[src/core_macros.svh]
`ifndef CORE_MACROS_SVH
`define CORE_MACROS_SVH

// ----------------------------------------------------------
// Datapath and register file sizes.
// ----------------------------------------------------------
`define XLEN        64
`define REG_ADDR_W  5
`define NUM_REGS    32
`define INSTR_W     32

// ----------------------------------------------------------
// Major opcodes of the supported instruction groups.
// ----------------------------------------------------------
`define OPC_OP      7'b0110011
`define OPC_OP_IMM  7'b0010011
`define OPC_LUI     7'b0110111

// Funct3 encodings shared by OP and OP-IMM.
`define F3_ADD_SUB  3'b000
`define F3_SLL      3'b001
`define F3_SLT      3'b010
`define F3_SLTU     3'b011
`define F3_XOR      3'b100
`define F3_SRL_SRA  3'b101
`define F3_OR       3'b110
`define F3_AND      3'b111

`endif

[src/core_pkg.sv]
`include "core_macros.svh"

package core_pkg;

    // ----------------------------------------------------------
    // Instruction word views.
    // ----------------------------------------------------------

    // R-type layout.
    typedef struct packed {
        logic [6:0]             funct7;
        logic [`REG_ADDR_W-1:0] rs2;
        logic [`REG_ADDR_W-1:0] rs1;
        logic [2:0]             funct3;
        logic [`REG_ADDR_W-1:0] rd;
        logic [6:0]             opcode;
    } r_view_t;

    // I-type layout.
    typedef struct packed {
        logic [11:0]            imm;
        logic [`REG_ADDR_W-1:0] rs1;
        logic [2:0]             funct3;
        logic [`REG_ADDR_W-1:0] rd;
        logic [6:0]             opcode;
    } i_view_t;

    // Same 32-bit word, two decodings.
    typedef union packed {
        r_view_t r;
        i_view_t i;
    } instr_u;

    // ----------------------------------------------------------
    // Execution types.
    // ----------------------------------------------------------
    typedef enum logic [3:0] {
        ALU_ADD, ALU_SUB, ALU_SLL, ALU_SLT, ALU_SLTU, ALU_XOR,
        ALU_SRL, ALU_SRA, ALU_OR, ALU_AND, ALU_PASS_B
    } alu_op_e;

    // One decoded operation.
    typedef struct packed {
        alu_op_e                alu_op;
        logic [`REG_ADDR_W-1:0] rd;
        logic [`REG_ADDR_W-1:0] rs1;
        logic [`REG_ADDR_W-1:0] rs2;
        logic                   use_imm;   // Immediate replaces rs2.
        logic [`XLEN-1:0]       imm;
        logic                   rs1_zero;  // Operand A forced to 0 for LUI.
    } dec_op_t;

    // One register writeback.
    typedef struct packed {
        logic [`REG_ADDR_W-1:0] rd;
        logic [`XLEN-1:0]       data;
    } wb_t;

endpackage

[src/instr_decoder.sv]
`timescale 1ns/1ps
`include "core_macros.svh"

module instr_decoder (
    input  logic              clk,
    input  logic              i_reset,
    input  core_pkg::instr_u  i_instr,
    input  logic              i_instr_valid,
    input  logic              i_wb_valid,
    output logic              o_instr_ready,
    output core_pkg::dec_op_t o_dec_op,
    output logic              o_dec_valid,
    output logic              o_illegal
);
    import core_pkg::*;

    logic                busy;
    logic                xfer;
    logic                legal;
    logic                is_shift;
    logic [`INSTR_W-1:0] instr_raw;
    dec_op_t             dec_next;

    // Maps funct3 and the alternate bit onto an ALU operation.
    function automatic alu_op_e pick_alu_op(input logic [2:0] funct3, input logic alt);
        alu_op_e op;
        case (funct3)
            `F3_ADD_SUB: op = alt ? ALU_SUB : ALU_ADD;
            `F3_SLL:     op = ALU_SLL;
            `F3_SLT:     op = ALU_SLT;
            `F3_SLTU:    op = ALU_SLTU;
            `F3_XOR:     op = ALU_XOR;
            `F3_SRL_SRA: op = alt ? ALU_SRA : ALU_SRL;
            `F3_OR:      op = ALU_OR;
            default:     op = ALU_AND;
        endcase
        return op;
    endfunction

    // Ready drops while an op is in flight or an illegal flag shows.
    assign o_instr_ready = ~(busy | o_illegal);
    assign xfer          = i_instr_valid & o_instr_ready;
    assign instr_raw     = i_instr;
    assign is_shift      = (i_instr.i.funct3 == `F3_SLL) || (i_instr.i.funct3 == `F3_SRL_SRA);

    // ----------------------------------------------------------
    // Decode.
    // ----------------------------------------------------------
    always_comb begin
        dec_next     = '0;
        dec_next.rd  = i_instr.r.rd;
        dec_next.rs1 = i_instr.r.rs1;
        dec_next.rs2 = i_instr.r.rs2;
        legal        = 1'b1;
        case (i_instr.r.opcode)
            `OPC_OP: begin
                dec_next.alu_op = pick_alu_op(i_instr.r.funct3, i_instr.r.funct7[5]);
            end
            `OPC_OP_IMM: begin
                dec_next.use_imm = 1'b1;
                // Only SRAI uses bit 30; ADDI never turns into a subtract.
                dec_next.alu_op  = pick_alu_op(i_instr.i.funct3,
                    (i_instr.i.funct3 == `F3_SRL_SRA) && i_instr.r.funct7[5]);
                if (is_shift) begin
                    dec_next.imm = {{(`XLEN-6){1'b0}}, i_instr.i.imm[5:0]};
                end else begin
                    dec_next.imm = {{(`XLEN-12){i_instr.i.imm[11]}}, i_instr.i.imm};
                end
            end
            `OPC_LUI: begin
                dec_next.alu_op   = ALU_PASS_B;
                dec_next.use_imm  = 1'b1;
                dec_next.rs1_zero = 1'b1;
                dec_next.imm      = {{(`XLEN-32){instr_raw[31]}}, instr_raw[31:12], 12'b0};
            end
            default: begin
                legal = 1'b0;
            end
        endcase
    end

    // ----------------------------------------------------------
    // Issue and busy tracking.
    // ----------------------------------------------------------
    always_ff @(posedge clk) begin
        if (i_reset) begin
            busy        <= 1'b0;
            o_dec_valid <= 1'b0;
            o_illegal   <= 1'b0;
        end else begin
            o_dec_valid <= xfer & legal;
            o_illegal   <= xfer & ~legal;
            if (xfer && legal) begin
                busy <= 1'b1;
            end else if (i_wb_valid) begin
                busy <= 1'b0;
            end
        end
    end

    always_ff @(posedge clk) begin
        if (xfer) begin
            o_dec_op <= dec_next;
        end
    end

endmodule

[src/operand_stage.sv]
`timescale 1ns/1ps
`include "core_macros.svh"

module operand_stage (
    input  logic                   clk,
    input  logic                   i_reset,
    input  core_pkg::dec_op_t      i_dec_op,
    input  logic                   i_dec_valid,
    input  core_pkg::wb_t          i_wb,
    input  logic                   i_wb_valid,
    output logic [`XLEN-1:0]       o_op_a,
    output logic [`XLEN-1:0]       o_op_b,
    output logic [`REG_ADDR_W-1:0] o_rd,
    output core_pkg::alu_op_e      o_alu_op,
    output logic                   o_ex_valid
);

    logic [`XLEN-1:0] regs [`NUM_REGS];
    logic [`XLEN-1:0] rs1_data;
    logic [`XLEN-1:0] rs2_data;

    // ----------------------------------------------------------
    // Register file.
    // ----------------------------------------------------------
    assign rs1_data = regs[i_dec_op.rs1];
    assign rs2_data = regs[i_dec_op.rs2];

    // x0 is never written, so it keeps its reset value.
    always_ff @(posedge clk) begin
        if (i_reset) begin
            for (int k = 0; k < `NUM_REGS; k++) begin
                regs[k] <= '0;
            end
        end else if (i_wb_valid && (i_wb.rd != '0)) begin
            regs[i_wb.rd] <= i_wb.data;
        end
    end

    // ----------------------------------------------------------
    // Operand registers.
    // ----------------------------------------------------------
    always_ff @(posedge clk) begin
        if (i_reset) begin
            o_ex_valid <= 1'b0;
        end else begin
            o_ex_valid <= i_dec_valid;
        end
    end

    always_ff @(posedge clk) begin
        if (i_dec_valid) begin
            o_op_a   <= i_dec_op.rs1_zero ? '0 : rs1_data;
            o_op_b   <= i_dec_op.use_imm ? i_dec_op.imm : rs2_data;
            o_rd     <= i_dec_op.rd;
            o_alu_op <= i_dec_op.alu_op;
        end
    end

endmodule

[src/alu_exec.sv]
`timescale 1ns/1ps
`include "core_macros.svh"

module alu_exec (
    input  logic                   clk,
    input  logic                   i_reset,
    input  logic [`XLEN-1:0]       i_op_a,
    input  logic [`XLEN-1:0]       i_op_b,
    input  logic [`REG_ADDR_W-1:0] i_rd,
    input  core_pkg::alu_op_e      i_alu_op,
    input  logic                   i_ex_valid,
    output core_pkg::wb_t          o_wb,
    output logic                   o_wb_valid
);
    import core_pkg::*;

    logic [`XLEN-1:0] result;
    logic [5:0]       shamt;

    assign shamt = i_op_b[5:0];

    // ----------------------------------------------------------
    // ALU.
    // ----------------------------------------------------------
    always_comb begin
        case (i_alu_op)
            ALU_ADD:    result = i_op_a + i_op_b;
            ALU_SUB:    result = i_op_a - i_op_b;
            ALU_SLL:    result = i_op_a << shamt;
            ALU_SLT:    result = {{(`XLEN-1){1'b0}}, ($signed(i_op_a) < $signed(i_op_b))};
            ALU_SLTU:   result = {{(`XLEN-1){1'b0}}, (i_op_a < i_op_b)};
            ALU_XOR:    result = i_op_a ^ i_op_b;
            ALU_SRL:    result = i_op_a >> shamt;
            ALU_SRA:    result = $signed(i_op_a) >>> shamt;
            ALU_OR:     result = i_op_a | i_op_b;
            ALU_AND:    result = i_op_a & i_op_b;
            ALU_PASS_B: result = i_op_b;
            default:    result = '0;
        endcase
    end

    // ----------------------------------------------------------
    // Writeback register.
    // ----------------------------------------------------------
    always_ff @(posedge clk) begin
        if (i_reset) begin
            o_wb_valid <= 1'b0;
        end else begin
            o_wb_valid <= i_ex_valid;
        end
    end

    always_ff @(posedge clk) begin
        if (i_ex_valid) begin
            o_wb.rd   <= i_rd;
            o_wb.data <= result;
        end
    end

endmodule

[src/core_top.sv]
`timescale 1ns/1ps
`include "core_macros.svh"

module core_top (
    input  logic             clk,
    input  logic             i_reset,
    input  core_pkg::instr_u i_instr,
    input  logic             i_instr_valid,
    output logic             o_instr_ready,
    output logic             o_illegal,
    output core_pkg::wb_t    o_wb,
    output logic             o_wb_valid
);
    import core_pkg::*;

    // Decoder to operand stage.
    dec_op_t dec_op;
    logic    dec_valid;

    // Operand stage to ALU.
    logic [`XLEN-1:0]       op_a;
    logic [`XLEN-1:0]       op_b;
    logic [`REG_ADDR_W-1:0] ex_rd;
    alu_op_e                alu_op;
    logic                   ex_valid;

    // ----------------------------------------------------------
    // Stages.
    // ----------------------------------------------------------
    instr_decoder decoder0 (
        .clk           ( clk           ),
        .i_reset       ( i_reset       ),
        .i_instr       ( i_instr       ),
        .i_instr_valid ( i_instr_valid ),
        .i_wb_valid    ( o_wb_valid    ),
        .o_instr_ready ( o_instr_ready ),
        .o_dec_op      ( dec_op        ),
        .o_dec_valid   ( dec_valid     ),
        .o_illegal     ( o_illegal     )
    );

    operand_stage operands0 (
        .clk         ( clk        ),
        .i_reset     ( i_reset    ),
        .i_dec_op    ( dec_op     ),
        .i_dec_valid ( dec_valid  ),
        .i_wb        ( o_wb       ),
        .i_wb_valid  ( o_wb_valid ),
        .o_op_a      ( op_a       ),
        .o_op_b      ( op_b       ),
        .o_rd        ( ex_rd      ),
        .o_alu_op    ( alu_op     ),
        .o_ex_valid  ( ex_valid   )
    );

    alu_exec exec0 (
        .clk        ( clk        ),
        .i_reset    ( i_reset    ),
        .i_op_a     ( op_a       ),
        .i_op_b     ( op_b       ),
        .i_rd       ( ex_rd      ),
        .i_alu_op   ( alu_op     ),
        .i_ex_valid ( ex_valid   ),
        .o_wb       ( o_wb       ),
        .o_wb_valid ( o_wb_valid )
    );

endmodule

[config.mk]
export PLATFORM = sky130hd
export DESIGN_NAME = core_top
export DESIGN_NICKNAME = d
export VERILOG_FILES = /design/src/core_pkg.sv /design/src/instr_decoder.sv /design/src/operand_stage.sv /design/src/alu_exec.sv /design/src/core_top.sv
export VERILOG_INCLUDE_DIRS = /design/src
export SDC_FILE = /design/constraint.sdc
export NUM_CORES = 2
export LEC_CHECK = 0
export ABC_AREA = 0
export BUFFER_PORTS_ARGS = -buffer_cell sky130_fd_sc_hd__buf_2
export CORE_MARGIN = 3
export CORE_UTILIZATION = 25
export CTS_BUF_LIST = sky130_fd_sc_hd__clkbuf_16
export CTS_CLUSTER_SIZE = 16
export DETAILED_ROUTE_END_ITERATION = 12
export SYNTH_ARGS = -nofsm -noshare
export SYNTH_HDL_FRONTEND = slang
export SYNTH_SLANG_ARGS = --single-unit
[constraint.sdc]
create_clock -name clk -period 11.1 [get_ports clk]
set_input_delay 0 -clock clk [delete_from_list [all_inputs] [get_ports clk]]
set_output_delay 0 -clock clk [all_outputs]
set_load 0.005 [all_outputs]
==> impl_metrics.toml <==
[floorplanning]
die_h_um = 744.4
die-area_sq_um = 554200
start_util_pct = 25.16
row_count = 270
die_w_um = 744.4
core_area_sq_um = 541900
io_pins = 107

[clock_network]
cts_tree = "yes"
cts_buffer_depth = 4
ctsResizeCount = 0
cts.clk_slew.worst_paths_ns = 0.07
root_buffer = "clkbuf_16"
clk-insertion-delay-late_ns = 0.95
h-tree-depth = 4
cts.sinks = 2317
cts_buffers = 240

[layout]
layout-drive-gt1-share_pct = 23.25
fin_nets = 9786
synthToLayoutAreaGrowth_pct = 12.47
mostFrequentLayoutCell = "edfxtp_1"
finalNonFillerCells = 16988
fillers = 54393
final_cell_mix = "2307 x edfxtp_1, 2007 x and2_1, 1388 x mux4_2"
fin_util_pct = 28.29

[route]
drt-wirelength-per-cell_um = 34.30
wl_mm = 582.6
drtPass1Iterations = 8
drt_iter0_markers = 15165
ant_nets = 0
vias_per_cell = 5.542
vias = 94141
drc = 0

[power]
total_power_mw = 20.40
p_switching_mw = 5.127
power.share.switching_pct = 25.14
leakage_nw = 53.49
p_int_mw = 15.27
vdd_ir_drop_max_mv = 0.1554
p_comb_share_pct = 11.4
clkPwrFrac_pct = 39.3
seq_power_share_pct = 49.4
p_per_area_nw_per_um2 = 133.0

[sta]
skew_ns = 0.09136
fin_crit_ns = 5.607
hold_viol_final = 0
fin_tns_setup_ns = 0
slew_headroom_pct = 4.681
slew_viol_final = 0
finalCritPeriodShare_pct = 50.52
rsz0062_at_grt = "false"
setup_viol = 0
fmax_ghz = 0.1783
post-route-worst-setup-slack_ns = 5.493
worstMarginPinSlew_ns = 1.415

[synthesis]
ys_seq_area_share_pct = 50.97
ys_ff_latch = 2317
synth-edff-count = 2307
netlist_instances = 9778
async_flop_share_pct = 0
synth_cell_types = 90
ys.flop_type = "edfxtp_1"
ys_warn_count = 0
postSynthAreaPerCell_sq_um = 13.94
synth_area_sq_um = 136300

[critical_path]
path_class = "flip-flop to flip-flop"
worstSetupEndpointType = "flip-flop"
critPathLaunchType = "flip-flop"
worstPathRequired_ns = 11.75
critPathMaxFanout = 109
arrival_ns = 6.26

[grt]
grt_pass1_vias = 92232
grt_max_degree = 148
grt.total_usage_pct = 20.41
antenna_found_initial = 67
overflow = 0
grt_pass1_wl_mm = 790.5

[status]
status = "complete, no violations"

[placed_design]
placed_cells = 16460
dp_hpwl_mm = 363.8
port_buffers = 106
place_ws_ns = 5.488
gp_congestion = 1.020

[hold_path]
hp-class = "input pin to flip-flop"

[flow_run]
maxCapViolCount = 0
-- final timing paths --
check | slack [ns] | start | endpoint | cells past startpoint
min | 0.02 | i_instr[24] | decoder0.o_dec_op[25] | 4
max reg2reg | 5.49 | operands0.o_op_b[1] | exec0.o_wb[59] | 14
min reg2reg | 0.36 | operands0.o_rd[2] | exec0.o_wb[66] | 0
max | 5.49 | operands0.o_op_b[1] | exec0.o_wb[59] | 14
-- synthesized netlist by cell type (15+ instances only) --
cell	number	share of area [%]
a211o_1	18	0.12
a211oi_1	73	0.40
a21o_1	37	0.20
a21oi_1	283	1.0
a221o_1	29	0.21
a221oi_1	57	0.37
a22oi_1	37	0.20
a31oi_1	36	0.17
and2_1	2007	9.2
buf_1	143	0.39
buf_2	30	0.11
clkbuf_1	788	2.2
edfxtp_1	2307	51
ha_1	197	1.8
inv_1	203	0.56
mux2_2	31	0.26
mux2i_1	199	1.5
mux4_2	1388	23
nand2_1	299	0.82
nand2b_1	32	0.15
nand3_1	59	0.22
nand4_1	28	0.13
nor2_1	614	1.7
nor2b_1	51	0.23
nor3_1	67	0.25
nor4_1	24	0.11
o2111ai_1	30	0.19
o211ai_1	44	0.24
o21a_1	15	0.083
o21ai_0	240	0.88
o21bai_1	41	0.23
o221ai_1	32	0.21
o22ai_1	41	0.19
o31ai_1	23	0.13
or2_2	41	0.19
or3_1	30	0.14
-- layout make-up --
type                       count  area [sq um]  area share, %
antenna                       36         90.09        0.05876
clock buffer                 241          6031          3.934
clock inverter               193          1441         0.9401
inverter                     207         784.5         0.5117
multi-input combinational   6336         62830          40.98
sequential                  2317         69500          45.33
tap                         7208          9019          5.882
timing repair buffer         450          3617          2.359
-- metal layers --
metal | track usage (%) | routed length, um
met1 | 25.85 | 214600
met2 | 32.23 | 267000
met3 | 4.387 | 61570
met4 | 11.92 | 39290
met5 | 0 | 154
-- worst max-delay path, cell delays in order, from the launching register on --
cell	delay, ns
edfxtp_1	0.38
buf_12	0.35
inv_1	0.32
ha_1	0.39
or2_1	0.25
a221oi_1	0.46
a41o_1	0.34
o21ai_1	0.27
or2_0	0.38
a211oi_2	0.61
a21oi_1	0.39
o31a_1	0.40
o21ba_2	0.24
a221o_1	0.29
a21o_1	0.17
-- sequential cells by signal, indices dropped and copies added (netlist names), named ones only --
name and flops:
decoder0.o_illegal 1, operands0.o_rd 5, exec0.o_wb 69, operands0.o_ex_valid 1
decoder0.o_dec_op 53, operands0.o_op_b 64, decoder0.busy 1, operands0.o_op_a 64
decoder0.o_dec_valid 1, operands0.o_alu_op 4, exec0.o_wb_valid 1, operands0.regs 2048
-- repair_timing --
action | in CTS | in global routing
hold endpoints to repair | 92 | 0
hold buffers | 58 | 0
setup buffers | 0 | 0
endpoints found under the setup margin | 0 | 0
-- power by group through the flow --
stage / logic [mW] / clock network (mW) / registers [mW]
2_1_floorplan: 1.48 / 0 / 10.2
3_3_place_gp: 2.27 / 0 / 10.2
3_5_place_dp: 2.28 / 0 / 10.3
4_1_cts: 2.30 / 8.08 / 10.1
5_1_grt: 2.38 / 8.39 / 10.1
6_report: 2.32 / 8.01 / 10.1
-- stage by stage --
| stage | cell area, sq um | hold WS, ns |
|---|---|---|
| finish | 153300 | 0.01748 |
| global route | 153200 | 0.05130 |
| CTS | 153200 | 0.007180 |
| detailed placement | 145200 | 0.1835 |
| global placement | 145200 | 0.1808 |
| floorplan | 136600 | 0.09887 |
-- cell families after synthesis --
logic type,share of synthesized area [%]
AND/OR/NAND/NOR,13.35
flip-flops,50.97
multiplexers,24.80
buffers and inverters,3.389
AO/OA/AOI/OAI,5.590
adder cells (fa/ha/maj),1.838
XOR/XNOR,0.05783
other,0.002751
(Power assumes the default switching activity.)
